**config.mk**
```make
export PLATFORM = sky130hd
export DESIGN_NAME = exec_core_top
export DESIGN_NICKNAME = d
export VERILOG_FILES = /design/src/hw/core_cfg_pkg.sv /design/src/hw/core_types_pkg.sv /design/src/hw/regfile.sv /design/src/hw/bypass_ctrl.sv /design/src/hw/issue_stage.sv /design/src/hw/alu_stage.sv /design/src/hw/mul_pipe.sv /design/src/hw/wb_stage.sv /design/src/hw/exec_core_top.sv
export SDC_FILE = /design/constraint.sdc
export NUM_CORES = 2
export LEC_CHECK = 0
export BUFFER_PORTS_ARGS = -buffer_cell sky130_fd_sc_hd__buf_2
export CELL_PAD_IN_SITES_DETAIL_PLACEMENT = 1
export CELL_PAD_IN_SITES_GLOBAL_PLACEMENT = 1
export CORE_MARGIN = 3
export CORE_UTILIZATION = 54
export DETAILED_ROUTE_END_ITERATION = 10
export PLACE_DENSITY = 0.81
export REMOVE_ABC_BUFFERS = 1
export SYNTH_ARGS = -nofsm -noshare
export SYNTH_HDL_FRONTEND = slang
export SYNTH_HIERARCHICAL = 1
export SYNTH_SLANG_ARGS = --single-unit
export TNS_END_PERCENT = 50
```
**constraint.sdc**
```tcl
create_clock -name clk_i -period 13.3 [get_ports clk_i]
set_input_delay 0.665 -clock clk_i [delete_from_list [all_inputs] [get_ports clk_i]]
set_output_delay 0.665 -clock clk_i [all_outputs]
set_load 0.1 [all_outputs]
```
**src/hw/core_cfg_pkg.sv**
```systemverilog
// Core configuration constants
package core_cfg_pkg;

    localparam int XLEN       = 32;
    localparam int REG_AW     = 5;
    localparam int MUL_STAGES = 5;   // product leaves the last stage.

    // major opcodes.
    localparam logic [6:0] OPC_OP     = 7'b0110011;
    localparam logic [6:0] OPC_OP_IMM = 7'b0010011;

    localparam logic [6:0] F7_MULDIV = 7'b0000001;
    localparam logic [6:0] F7_SUB    = 7'b0100000;

    // funct3 for the supported R-type and I-type ops.
    localparam logic [2:0] F3_ADD = 3'b000;
    localparam logic [2:0] F3_XOR = 3'b100;
    localparam logic [2:0] F3_OR  = 3'b110;
    localparam logic [2:0] F3_AND = 3'b111;

endpackage

```
**src/hw/core_types_pkg.sv**
```systemverilog
// Pipeline data types
package core_types_pkg;

    typedef enum logic [2:0] {
        ALU_ADD,
        ALU_SUB,
        ALU_AND,
        ALU_OR,
        ALU_XOR
    } alu_op_e;

    // decoded instruction with operands already resolved.
    typedef struct packed {
        logic [core_cfg_pkg::REG_AW-1:0] rd;
        logic                            wr_en;
        logic                            is_mul;
        alu_op_e                         alu_op;
        logic [core_cfg_pkg::XLEN-1:0]   op_a;
        logic [core_cfg_pkg::XLEN-1:0]   op_b;
        logic [core_cfg_pkg::XLEN-1:0]   imm;
        logic                            use_imm;
    } uop_t;

    typedef struct packed {
        logic                            valid;
        logic                            is_mul;
        logic [core_cfg_pkg::REG_AW-1:0] addr;
        logic [core_cfg_pkg::XLEN-1:0]   data;
    } wr_src_t;

    typedef struct packed {
        logic                            valid;
        logic [core_cfg_pkg::REG_AW-1:0] rd;
        logic [core_cfg_pkg::XLEN-1:0]   product;
    } mul_slot_t;

    typedef struct packed {
        logic                          en;
        logic [core_cfg_pkg::XLEN-1:0] data;
    } fwd_t;

endpackage

```
**src/hw/regfile.sv**
```systemverilog
// Integer register file
`timescale 1ns/100ps

module regfile (
    input  logic                            clk_i,
    input  logic                            rst_i,
    input  logic [core_cfg_pkg::REG_AW-1:0] ra_addr_i,
    input  logic [core_cfg_pkg::REG_AW-1:0] rb_addr_i,
    output logic [core_cfg_pkg::XLEN-1:0]   ra_data_o,
    output logic [core_cfg_pkg::XLEN-1:0]   rb_data_o,
    input  core_types_pkg::wr_src_t         wr_i
);

    logic [core_cfg_pkg::XLEN-1:0] regs_q [2**core_cfg_pkg::REG_AW];

    always_ff @(posedge clk_i) begin
        if (rst_i) begin
            for (int i = 0; i < 2**core_cfg_pkg::REG_AW; i++) begin
                regs_q[i] <= '0;
            end
        end else if (wr_i.valid && wr_i.addr != '0) begin
            regs_q[wr_i.addr] <= wr_i.data;
        end
    end

    // x0 is hardwired.
    assign ra_data_o = (ra_addr_i == '0) ? '0 : regs_q[ra_addr_i];
    assign rb_data_o = (rb_addr_i == '0) ? '0 : regs_q[rb_addr_i];

endmodule

```
**src/hw/bypass_ctrl.sv**
```systemverilog
// Operand bypass controller
`timescale 1ns/100ps

module bypass_ctrl (
    input  logic                                                clk_i,  // not used.
    input  logic                                                rst_i,
    input  logic [core_cfg_pkg::REG_AW-1:0]                     rs1_i,
    input  logic [core_cfg_pkg::REG_AW-1:0]                     rs2_i,
    input  logic [core_cfg_pkg::REG_AW-1:0]                     rd_i,
    input  logic                                                wr_en_i,
    input  logic                                                is_mul_i,
    input  logic                                                dec_valid_i,
    input  core_types_pkg::wr_src_t                             alu_src_i,
    input  core_types_pkg::mul_slot_t [core_cfg_pkg::MUL_STAGES-1:0] mul_slots_i,
    input  core_types_pkg::wr_src_t                             wb_src_i,
    output core_types_pkg::fwd_t                                fwd_a_o,
    output core_types_pkg::fwd_t                                fwd_b_o,
    output logic                                                stall_o
);

    logic waw;
    logic wb_clash;

    // youngest writer wins: alu, then last mul stage, then write-back.
    function automatic core_types_pkg::fwd_t pick_src(
        input logic [core_cfg_pkg::REG_AW-1:0] rs
    );
        core_types_pkg::fwd_t      f;
        core_types_pkg::mul_slot_t last;
        f    = '0;
        last = mul_slots_i[core_cfg_pkg::MUL_STAGES-1];
        if (rs != '0) begin
            if (alu_src_i.valid && alu_src_i.addr == rs) begin
                f.en   = 1'b1;
                f.data = alu_src_i.data;
            end else if (last.valid && last.rd == rs) begin
                f.en   = 1'b1;
                f.data = last.product;
            end else if (wb_src_i.valid && wb_src_i.addr == rs) begin
                f.en   = 1'b1;
                f.data = wb_src_i.data;
            end
        end
        return f;
    endfunction

    // operand still being multiplied, nothing to forward yet.
    function automatic logic mul_busy(input logic [core_cfg_pkg::REG_AW-1:0] rs);
        logic hit;
        hit = 1'b0;
        for (int s = 0; s < core_cfg_pkg::MUL_STAGES - 1; s++) begin
            if (mul_slots_i[s].valid && mul_slots_i[s].rd == rs) begin
                hit = 1'b1;
            end
        end
        return hit && (rs != '0);
    endfunction

    // one writer per register in flight.
    always_comb begin
        waw = alu_src_i.valid && (alu_src_i.addr == rd_i);
        for (int s = 0; s < core_cfg_pkg::MUL_STAGES; s++) begin
            if (mul_slots_i[s].valid && mul_slots_i[s].rd == rd_i) begin
                waw = 1'b1;
            end
        end
        waw = waw && wr_en_i;
    end

    // an alu op issued now would meet the stage 4 multiply at write-back.
    assign wb_clash = !is_mul_i && mul_slots_i[core_cfg_pkg::MUL_STAGES-2].valid;

    always_comb begin
        fwd_a_o = '0;
        fwd_b_o = '0;
        stall_o = 1'b0;
        if (!rst_i && dec_valid_i) begin
            fwd_a_o = pick_src(rs1_i);
            fwd_b_o = pick_src(rs2_i);
            stall_o = mul_busy(rs1_i) || mul_busy(rs2_i) || waw || wb_clash;
        end
    end

endmodule

```
**src/hw/issue_stage.sv**
```systemverilog
// Instruction issue stage
`timescale 1ns/100ps

module issue_stage (
    input  logic                            clk_i,
    input  logic                            rst_i,
    input  logic                            issue_req_i,
    input  logic [core_cfg_pkg::XLEN-1:0]   instr_i,
    output logic                            issue_ack_o,
    output logic [core_cfg_pkg::REG_AW-1:0] ra_addr_o,
    output logic [core_cfg_pkg::REG_AW-1:0] rb_addr_o,
    input  logic [core_cfg_pkg::XLEN-1:0]   ra_data_i,
    input  logic [core_cfg_pkg::XLEN-1:0]   rb_data_i,
    input  core_types_pkg::fwd_t            fwd_a_i,
    input  core_types_pkg::fwd_t            fwd_b_i,
    input  logic                            stall_i,
    output logic [core_cfg_pkg::REG_AW-1:0] rs1_o,
    output logic [core_cfg_pkg::REG_AW-1:0] rs2_o,
    output logic [core_cfg_pkg::REG_AW-1:0] rd_o,
    output logic                            wr_en_o,
    output logic                            is_mul_o,
    output logic                            dec_valid_o,
    output core_types_pkg::uop_t            alu_uop_o,
    output logic                            alu_valid_o,
    output core_types_pkg::uop_t            mul_uop_o,
    output logic                            mul_valid_o
);

    typedef enum logic [1:0] {S_IDLE, S_ACKED, S_WAIT_DROP} state_e;

    state_e                  state_q;
    state_e                  state_d;
    logic [6:0]              opcode;
    logic [6:0]              funct7;
    logic [2:0]              funct3;
    logic                    supported;
    logic                    use_imm;
    logic                    fire;
    core_types_pkg::alu_op_e op;
    core_types_pkg::uop_t    uop;

    assign opcode = instr_i[6:0];
    assign funct3 = instr_i[14:12];
    assign funct7 = instr_i[31:25];

    always_comb begin
        supported = 1'b1;
        is_mul_o  = 1'b0;
        use_imm   = 1'b0;
        op        = core_types_pkg::ALU_ADD;
        rs1_o     = instr_i[19:15];
        rs2_o     = instr_i[24:20];
        case (opcode)
            core_cfg_pkg::OPC_OP: begin
                if (funct7 == core_cfg_pkg::F7_MULDIV) begin
                    is_mul_o  = (funct3 == core_cfg_pkg::F3_ADD);  // plain mul only.
                    supported = is_mul_o;
                end else begin
                    case (funct3)
                        core_cfg_pkg::F3_ADD: op = (funct7 == core_cfg_pkg::F7_SUB) ?
                            core_types_pkg::ALU_SUB : core_types_pkg::ALU_ADD;
                        core_cfg_pkg::F3_XOR: op = core_types_pkg::ALU_XOR;
                        core_cfg_pkg::F3_OR:  op = core_types_pkg::ALU_OR;
                        core_cfg_pkg::F3_AND: op = core_types_pkg::ALU_AND;
                        default:              supported = 1'b0;
                    endcase
                end
            end
            core_cfg_pkg::OPC_OP_IMM: begin
                use_imm   = 1'b1;
                rs2_o     = '0;
                supported = (funct3 == core_cfg_pkg::F3_ADD);  // addi.
            end
            default: supported = 1'b0;
        endcase
        if (!supported) begin
            rs1_o = '0;
            rs2_o = '0;
        end
    end

    assign rd_o        = instr_i[11:7];
    assign wr_en_o     = supported && (rd_o != '0);
    assign ra_addr_o   = rs1_o;
    assign rb_addr_o   = rs2_o;
    assign dec_valid_o = issue_req_i && (state_q == S_IDLE);
    assign fire        = dec_valid_o && !stall_i;

    always_comb begin
        uop.rd      = rd_o;
        uop.wr_en   = wr_en_o;
        uop.is_mul  = is_mul_o;
        uop.alu_op  = op;
        uop.op_a    = fwd_a_i.en ? fwd_a_i.data : ra_data_i;
        uop.op_b    = fwd_b_i.en ? fwd_b_i.data : rb_data_i;
        uop.imm     = {{(core_cfg_pkg::XLEN-12){instr_i[31]}}, instr_i[31:20]};
        uop.use_imm = use_imm;
    end

    // ack handshake, one dispatch per request.
    always_comb begin
        state_d = state_q;
        case (state_q)
            S_IDLE:      if (fire) state_d = S_ACKED;
            S_ACKED:     state_d = issue_req_i ? S_WAIT_DROP : S_IDLE;
            S_WAIT_DROP: if (!issue_req_i) state_d = S_IDLE;
            default:     state_d = S_IDLE;
        endcase
    end

    always_ff @(posedge clk_i) begin
        if (rst_i) begin
            state_q <= S_IDLE;
        end else begin
            state_q <= state_d;
        end
    end

    assign issue_ack_o = fire || (state_q != S_IDLE);

    assign alu_uop_o   = uop;
    assign mul_uop_o   = uop;
    assign alu_valid_o = fire && !is_mul_o;
    assign mul_valid_o = fire && is_mul_o;

endmodule

```
**src/hw/alu_stage.sv**
```systemverilog
// ALU execute stage
`timescale 1ns/100ps

module alu_stage (
    input  logic                    clk_i,
    input  logic                    rst_i,
    input  core_types_pkg::uop_t    uop_i,
    input  logic                    valid_i,
    output core_types_pkg::wr_src_t res_o
);

    logic [core_cfg_pkg::XLEN-1:0]   opb;
    logic [core_cfg_pkg::XLEN-1:0]   result;
    logic                            vld_q;
    logic [core_cfg_pkg::REG_AW-1:0] rd_q;
    logic [core_cfg_pkg::XLEN-1:0]   data_q;

    always_comb begin
        opb = uop_i.use_imm ? uop_i.imm : uop_i.op_b;
        case (uop_i.alu_op)
            core_types_pkg::ALU_SUB: result = uop_i.op_a - opb;
            core_types_pkg::ALU_AND: result = uop_i.op_a & opb;
            core_types_pkg::ALU_OR:  result = uop_i.op_a | opb;
            core_types_pkg::ALU_XOR: result = uop_i.op_a ^ opb;
            default:                 result = uop_i.op_a + opb;
        endcase
    end

    always_ff @(posedge clk_i) begin
        if (rst_i) begin
            vld_q <= 1'b0;
        end else begin
            vld_q <= valid_i && uop_i.wr_en;  // rd=x0 never shows up.
        end
    end

    always_ff @(posedge clk_i) begin
        rd_q   <= uop_i.rd;
        data_q <= result;
    end

    always_comb begin
        res_o.valid  = vld_q;
        res_o.is_mul = 1'b0;
        res_o.addr   = rd_q;
        res_o.data   = data_q;
    end

endmodule

```
**src/hw/mul_pipe.sv**
```systemverilog
// Pipelined multiplier
`timescale 1ns/100ps

module mul_pipe (
    input  logic                                                clk_i,
    input  logic                                                rst_i,
    input  core_types_pkg::uop_t                                uop_i,
    input  logic                                                valid_i,
    output core_types_pkg::mul_slot_t [core_cfg_pkg::MUL_STAGES-1:0] slots_o
);

    logic [core_cfg_pkg::MUL_STAGES-1:0] vld_q;
    logic [core_cfg_pkg::REG_AW-1:0]     rd_q   [core_cfg_pkg::MUL_STAGES];
    logic [core_cfg_pkg::XLEN-1:0]       prod_q [core_cfg_pkg::MUL_STAGES];

    always_ff @(posedge clk_i) begin
        if (rst_i) begin
            vld_q <= '0;
        end else begin
            vld_q <= {vld_q[core_cfg_pkg::MUL_STAGES-2:0], valid_i && uop_i.wr_en};
        end
    end

    // stage 1 forms the low half, the rest only carry it along with rd.
    always_ff @(posedge clk_i) begin
        rd_q[0]   <= uop_i.rd;
        prod_q[0] <= uop_i.op_a * uop_i.op_b;
        for (int s = 1; s < core_cfg_pkg::MUL_STAGES; s++) begin
            rd_q[s]   <= rd_q[s-1];
            prod_q[s] <= prod_q[s-1];
        end
    end

    always_comb begin
        for (int s = 0; s < core_cfg_pkg::MUL_STAGES; s++) begin
            slots_o[s].valid   = vld_q[s];
            slots_o[s].rd      = rd_q[s];
            slots_o[s].product = prod_q[s];
        end
    end

endmodule

```
**src/hw/wb_stage.sv**
```systemverilog
// Write-back stage
`timescale 1ns/100ps

module wb_stage (
    input  logic                      clk_i,
    input  logic                      rst_i,
    input  core_types_pkg::wr_src_t   alu_i,
    input  core_types_pkg::mul_slot_t mul_last_i,
    output core_types_pkg::wr_src_t   wr_o
);

    logic                            vld_q;
    logic                            is_mul_q;
    logic [core_cfg_pkg::REG_AW-1:0] addr_q;
    logic [core_cfg_pkg::XLEN-1:0]   data_q;

    always_ff @(posedge clk_i) begin
        if (rst_i) begin
            vld_q <= 1'b0;
        end else begin
            vld_q <= alu_i.valid || mul_last_i.valid;
        end
    end

    // never both valid, issue stalls on that.
    always_ff @(posedge clk_i) begin
        is_mul_q <= mul_last_i.valid;
        addr_q   <= mul_last_i.valid ? mul_last_i.rd : alu_i.addr;
        data_q   <= mul_last_i.valid ? mul_last_i.product : alu_i.data;
    end

    always_comb begin
        wr_o.valid  = vld_q;
        wr_o.is_mul = is_mul_q;
        wr_o.addr   = addr_q;
        wr_o.data   = data_q;
    end

endmodule

```
**src/hw/exec_core_top.sv**
```systemverilog
// Execution core top level
`timescale 1ns/100ps

module exec_core_top (
    input  logic                            clk_i,
    input  logic                            rst_i,
    input  logic                            issue_req_i,
    input  logic [core_cfg_pkg::XLEN-1:0]   instr_i,
    output logic                            issue_ack_o,
    output logic                            wb_valid_o,
    output logic [core_cfg_pkg::REG_AW-1:0] wb_addr_o,
    output logic [core_cfg_pkg::XLEN-1:0]   wb_data_o
);

    core_types_pkg::uop_t                                  alu_uop;
    core_types_pkg::uop_t                                  mul_uop;
    core_types_pkg::wr_src_t                               alu_src;
    core_types_pkg::wr_src_t                               wb_src;
    core_types_pkg::mul_slot_t [core_cfg_pkg::MUL_STAGES-1:0] mul_slots;
    core_types_pkg::fwd_t                                  fwd_a;
    core_types_pkg::fwd_t                                  fwd_b;
    logic                                                  alu_valid;
    logic                                                  mul_valid;
    logic                                                  stall;
    logic                                                  dec_valid;
    logic                                                  wr_en;
    logic                                                  is_mul;
    logic [core_cfg_pkg::REG_AW-1:0]                       rs1;
    logic [core_cfg_pkg::REG_AW-1:0]                       rs2;
    logic [core_cfg_pkg::REG_AW-1:0]                       rd;
    logic [core_cfg_pkg::REG_AW-1:0]                       ra_addr;
    logic [core_cfg_pkg::REG_AW-1:0]                       rb_addr;
    logic [core_cfg_pkg::XLEN-1:0]                         ra_data;
    logic [core_cfg_pkg::XLEN-1:0]                         rb_data;

    regfile u_regfile (
        .clk_i, .rst_i,
        .ra_addr_i(ra_addr), .rb_addr_i(rb_addr),
        .ra_data_o(ra_data), .rb_data_o(rb_data),
        .wr_i(wb_src)
    );

    bypass_ctrl u_bypass (
        .clk_i, .rst_i,
        .rs1_i(rs1), .rs2_i(rs2), .rd_i(rd),
        .wr_en_i(wr_en), .is_mul_i(is_mul), .dec_valid_i(dec_valid),
        .alu_src_i(alu_src), .mul_slots_i(mul_slots), .wb_src_i(wb_src),
        .fwd_a_o(fwd_a), .fwd_b_o(fwd_b), .stall_o(stall)
    );

    issue_stage u_issue (
        .clk_i, .rst_i, .issue_req_i, .instr_i, .issue_ack_o,
        .ra_addr_o(ra_addr), .rb_addr_o(rb_addr),
        .ra_data_i(ra_data), .rb_data_i(rb_data),
        .fwd_a_i(fwd_a), .fwd_b_i(fwd_b), .stall_i(stall),
        .rs1_o(rs1), .rs2_o(rs2), .rd_o(rd), .wr_en_o(wr_en),
        .is_mul_o(is_mul), .dec_valid_o(dec_valid),
        .alu_uop_o(alu_uop), .alu_valid_o(alu_valid),
        .mul_uop_o(mul_uop), .mul_valid_o(mul_valid)
    );

    alu_stage u_alu (.clk_i, .rst_i, .uop_i(alu_uop), .valid_i(alu_valid), .res_o(alu_src));

    mul_pipe u_mul (.clk_i, .rst_i, .uop_i(mul_uop), .valid_i(mul_valid), .slots_o(mul_slots));

    wb_stage u_wb (
        .clk_i, .rst_i,
        .alu_i(alu_src), .mul_last_i(mul_slots[core_cfg_pkg::MUL_STAGES-1]),
        .wr_o(wb_src)
    );

    assign wb_valid_o = wb_src.valid;
    assign wb_addr_o  = wb_src.addr;
    assign wb_data_o  = wb_src.data;

endmodule

```
Word level (Yosys, flattened, before mapping)
Memories as Yosys holds them, arrays and structs flattened. Index checks and enable logic that the tools add are counted.

$add $sub $neg: 2. Multiply operators: 1. Equality and inequality tests: 35. Muxes and demuxes: 59. Bitwise logic cells: 3. Reduce and logical (&&, ||, !) cells: 53.

Operators by type and width (count): 33-bit 2-to-1 mux (10); 32-bit 2-to-1 mux (7); 32-bit case mux with 4 select lines (1); 5-bit equality test (20); 1-bit logical AND (33); 32-bit adder (1); 32-bit AND (1); 32-bit by 32-bit multiplier with 32-bit output (1); 32-bit OR (1); 32-bit OR reduction (1); 32-bit subtractor (1); 32-bit XOR (1); 1-bit 2-to-1 mux (28); 5-bit 2-to-1 mux (5); 5-bit nonzero test (4); 7-bit by 6-bit equality test with 1-bit output, second input constant (2); 3-bit equality test, second input constant (4); 3-bit case mux with 4 select lines (1); 5-bit logical NOT (2); 7-bit by 1-bit equality test with 1-bit output, second input constant (1); 7-bit by 5-bit equality test with 1-bit output, second input constant (1); 3-bit by 2-bit equality test with 1-bit output, second input constant (2); 2-bit 2-to-1 mux (3); 3-bit 2-to-1 mux (2); other kinds (14) (20).

Bits in registers: 83. Memory bits (writable): 1209. Input bits: 35. Output and inout port bits: 39. Memories kept: 3.

Memory list: u_regfile.regs_q (depth 32, width 32, read ports 2, clocked after Yosys merged registers in 0, wr ports 32, line regfile.sv:14) `logic [core_cfg_pkg::XLEN-1:0] regs_q [2**core_cfg_pkg::REG_AW];`; u_mul.prod_q (depth 5, width 32, read ports 5, clocked after Yosys merged registers in 0, wr ports 5, line mul_pipe.sv:14) `logic [core_cfg_pkg::XLEN-1:0] prod_q [core_cfg_pkg::MUL_STAGES];`; u_mul.rd_q (depth 5, width 5, read ports 5, clocked after Yosys merged registers in 0, wr ports 5, line mul_pipe.sv:13) `logic [core_cfg_pkg::REG_AW-1:0] rd_q [core_cfg_pkg::MUL_STAGES];`.

Depth between registers and ports, before layout
Depth in word-level cells: 22. Depth in mapped cells: 44. Depth with buffers taken out: 35.

Hierarchy
Netlist, hierarchy kept.

Modules (own cells, without submodules): regfile (times used 1, cells an instance 3502, area each 54253.3 sq um, seq. area each 30749.5 sq um); mul_pipe (times used 1, cells an instance 1910, area each 19523.7 sq um, seq. area each 3803.6 sq um); alu_stage (times used 1, cells an instance 666, area each 5321.4 sq um, seq. area each 760.7 sq um); bypass_ctrl (times used 1, cells an instance 399, area each 3016.6 sq um, seq. area each 0.0 sq um); issue_stage (times used 1, cells an instance 282, area each 2339.7 sq um, seq. area each 40.0 sq um); wb_stage (times used 1, cells an instance 83, area each 1332.5 sq um, seq. area each 780.7 sq um).

Worst setup path before layout
No wires, ideal clock.

Path kind: input -> register. From: input instr_i[30] in the netlist's numbering. To: memory u_mul/prod_q[0][30] in the netlist's numbering. Arrival time: 10.048 ns. Data required time: 13.178 ns. Setup slack: 3.130 ns. Stages: 41. Path buffers: 9. Cells stage by stage: nor4b_2 > a22o_4 > o22ai_2 > and2_1 > buf_4 > buf_6 > xor2_1 > nor4_1 > and3_1 > buf_6 > inv_2 > a31o_4 > buf_6 > inv_2 > clkbuf_1 > buf_2 > mux2_2 > buf_4 > [5 not listed] > fa_1 > inv_1 > fa_1 > inv_1 > fa_1 > inv_1 > fa_1 > inv_1 > fa_1 > fa_1 > ha_1 > and3_1 > nand2_1 > nor4b_2 > o2111ai_1 > a31oi_1 > nor4_1 > a311o_1.

RTL lines: from (decl) (line exec_core_top.sv:8) `input logic [core_cfg_pkg::XLEN-1:0] instr_i,`; to (decl) (line mul_pipe.sv:14).

==> impl_metrics.py <==
metrics = {
    "grt": {
        "grt_first_pass_wirelength_mm": 451.2,
        "first_global_vias": 64760,
        "grt_start_max_net_pins": 69,
        "grtUsageTotal_pct": 38.13,
        "gr-total-overflow": 0,
        "grt_antenna_before_repair": 28,
    },
    "critical_path": {
        "arrival_ps": 12520,
        "reg2reg_depth": 29,
        "critical_path.reg2reg.startpoint": "u_wb/addr_q[2]",
        "worstPathMaxFanout": 28,
        "crit_required_ps": 13990,
        "worst_path_max_delay_cell": "sky130_fd_sc_hd__a2111oi_1",
        "cp-start-kind": "primary input",
        "ff2ff_setup_slack_ps": 3290,
        "rr_endpoint": "u_mul/prod_q[0][30]",
        "cpMostUsedCell": "sky130_fd_sc_hd__fa_1",
        "path_type_of_the_worst_setup_path": "primary input to flip-flop",
        "kind_of_end_point_of_the_critical_path": "flip-flop",
        "cpPeakStageDelay_ps": 1030,
    },
    "die": {
        "initial_core_util_pct": 54.52,
        "die_area_mm2": 0.1631,
        "die_height_um": 403.8,
        "core_area_mm2": 0.1568,
        "design.portCount": 74,
        "fp-row-count": 145,
        "chip_width_um": 403.8,
    },
    "sta": {
        "timing.setup.tns_ps": 0,
        "post-route-period-util_pct": 88.97,
        "final_hold_viol_count": 0,
        "finalWorstPathRequiredPeriod_ps": 11830,
        "maxClockFrequency_mhz": 84.51,
        "finalClockSkew_ps": 36.69,
        "tightestPinTransition_ps": 1234,
        "rsz0062_at_grt": "false",
        "maxSlewViolCount": 0,
        "setup_ws_ps": 1467,
        "slew-limit-headroom_pct": 17.51,
        "finalSetupViolations": 0,
    },
    "placed_design": {
        "place_inst": 8507,
        "io_buffers": 73,
        "detailedPlacementHpwl_mm": 202.5,
        "place_area_mm2": 0.08703,
        "gp_congestion": 0.9228,
        "dp_slack_ps": 956.5,
    },
    "pwr": {
        "leakagePower_uw": 0.03487,
        "power-per-cell-area_mw_per_mm2": 110.6,
        "peakVddDrop_mv": 0.1396,
        "total_power_uw": 10140,
    },
    "clock_network": {
        "cts_hold_repair.buffers": 0,
        "cts-buffers-inserted": 146,
        "clkSlewWorstSetupHoldPaths_ps": 70,
        "clock_sink_count": 1292,
        "cts_tree": "yes",
        "cts.htree.levels": 4,
        "clkLatencyLatePin_ps": 810,
        "post_cts.resized_instances": 0,
        "root_buffer_selected_by_cts": "sky130_fd_sc_hd__clkbuf_16",
        "postCtsSetupRepairBufs": 0,
        "cts_buffer_depth": 3,
    },
    "routing": {
        "ant_nets": 0,
        "top_layer_used": "met5",
        "route.met3.wl_mm": 37.25,
        "detailed_route_drc_error_count": 0,
        "detail_route.wirelength.met1_mm": 109.3,
        "drtPass1Iterations": 8,
        "total_wire_length_mm": 310.2,
        "met2WireLength_mm": 141.7,
        "drt-wirelength-per-cell_um": 35.31,
        "route.vias.total": 60140,
        "vias_per_cell": 6.844,
        "first_drt_iteration_drcs": 8142,
    },
    "yosys": {
        "post_synth_instance_area_mm2": 0.08546,
        "yosys_warnings": 6,
        "synth.avg_cell_area_um2": 12.57,
        "synthesis.instances": 6800,
    },
    "finish": {
        "final-instance-count-excl-fill": 8787,
        "layout-drive-gt1-share_pct": 19.21,
        "nets": 7260,
        "area_growth_syn_to_layout_pct": 7.288,
        "filler_cell_count": 15340,
        "post-route-cell-area_mm2": 0.09169,
    },
    "worst_hold_path": {
        "worst_hold_path.num_cells": 2,
        "hold_ep": "u_issue/state_q[1]",
        "hold_path.startpoint": "issue_req_i",
        "holdCritPathClass": "primary input to flip-flop",
    },
    "flow_run": {
        "cap_violations": 0,
    },
    "status": {
        "outcome": "complete, no violations",
    },
}
==> per-stage QoR <==
| step | hold WS (ps) | util [%] |
|---|---|---|
| finish | 136.8 | 58.50 |
| global route | 114.8 | 58.47 |
| CTS | 94.85 | 58.47 |
| detailed placement | 313.2 | 55.52 |
| global placement | 310.2 | 55.52 |
| floorplan | 309.6 | - |
==> flip-flops by register name (all words and copies together) (netlist names) <==
name	flops
u_mul/rd_q	25
u_mul/vld_q	5
u_alu/vld_q	1
u_wb/addr_q	5
u_wb/vld_q	1
u_regfile/regs_q	1024
u_alu/data_q	32
u_mul/prod_q	160
u_alu/rd_q	5
u_wb/data_q	32
u_issue/state_q	2
==> area by class of cell <==
| class | count | area (um^2) | share of cell area (%) |
|---|---|---|---|
| multi-input combinational | 4398 | 44380 | 48.40 |
| sequential | 1292 | 36120 | 39.39 |
| clock buffer | 203 | 4076 | 4.446 |
| tap | 2058 | 2575 | 2.808 |
| timing repair buffer | 296 | 2217 | 2.418 |
| inverter | 463 | 1738 | 1.895 |
| clock inverter | 63 | 551.8 | 0.6018 |
| antenna | 14 | 35.03 | 0.03821 |
==> worst max-delay path: cells and delay by family <==
family | cells | cell delay, ps
AND/OR/NAND/NOR | 8 | 1930
AO/OA/AOI/OAI | 7 | 2860
adder cells (fa/ha/maj) | 9 | 4420
buffers and inverters | 7 | 1590
multiplexers | 2 | 960
==> report_power, final <==
part / switching (uW) / leakage, uW / internal, uW
combinational: 1040 / 0.0201 / 356
clock: 1740 / 0.00226 / 2250
sequential: 205 / 0.0125 / 4560
==> layer usage <==
metal,vias up,track usage [%]
li1,23460,-
met1,30980,47.85
met2,4517,59.13
met3,1179,10.70
met4,8,22.88
met5,-,0
==> cells in the final DEF (no fill, tap or decap), types with 18 or more instances in the layout <==
master                         n
sky130_fd_sc_hd__nor2_2       31
sky130_fd_sc_hd__xnor2_1     131
sky130_fd_sc_hd__dfxtp_1     264
sky130_fd_sc_hd__xor2_1      116
sky130_fd_sc_hd__o21ai_0      29
sky130_fd_sc_hd__mux2i_1     240
sky130_fd_sc_hd__clkbuf_16   150
sky130_fd_sc_hd__buf_2        72
sky130_fd_sc_hd__nor4_1       27
sky130_fd_sc_hd__mux2_4       19
sky130_fd_sc_hd__inv_1       457
sky130_fd_sc_hd__a211oi_2     30
sky130_fd_sc_hd__a21o_1       23
sky130_fd_sc_hd__o22ai_1     122
sky130_fd_sc_hd__mux2_2      109
sky130_fd_sc_hd__a22oi_1      18
sky130_fd_sc_hd__and2_1     1330
sky130_fd_sc_hd__nor2b_1      21
sky130_fd_sc_hd__clkbuf_1     40
sky130_fd_sc_hd__a211oi_1     55
sky130_fd_sc_hd__ha_1        219
sky130_fd_sc_hd__conb_1       32
sky130_fd_sc_hd__a2111oi_1    37
sky130_fd_sc_hd__a22o_1       52
sky130_fd_sc_hd__a21oi_1     110
sky130_fd_sc_hd__clkinv_2     23
sky130_fd_sc_hd__nand2_1     263
sky130_fd_sc_hd__or2_2        35
sky130_fd_sc_hd__fa_1        409
sky130_fd_sc_hd__buf_4       210
sky130_fd_sc_hd__clkinv_1     19
sky130_fd_sc_hd__nor3_1       70
sky130_fd_sc_hd__mux4_2      472
sky130_fd_sc_hd__nand3_1      22
sky130_fd_sc_hd__nor2_1      139
sky130_fd_sc_hd__edfxtp_1   1024
==> how the worst max path moves through the flow <==
stage                      startpoint  cells after the start  slack, ps                   to
after floorplan           instr_i[13]                     28      -9910  u_mul/prod_q[0][30]
after global placement    instr_i[31]                     33       1120  u_mul/prod_q[0][30]
after detailed placement  instr_i[31]                     33        960  u_mul/prod_q[0][30]
after CTS                 instr_i[31]                     33       1700  u_mul/prod_q[0][30]
after global routing      instr_i[31]                     33       1400  u_mul/prod_q[0][30]
final                     instr_i[31]                     33       1470  u_mul/prod_q[0][30]
(Power assumes the default switching activity.)
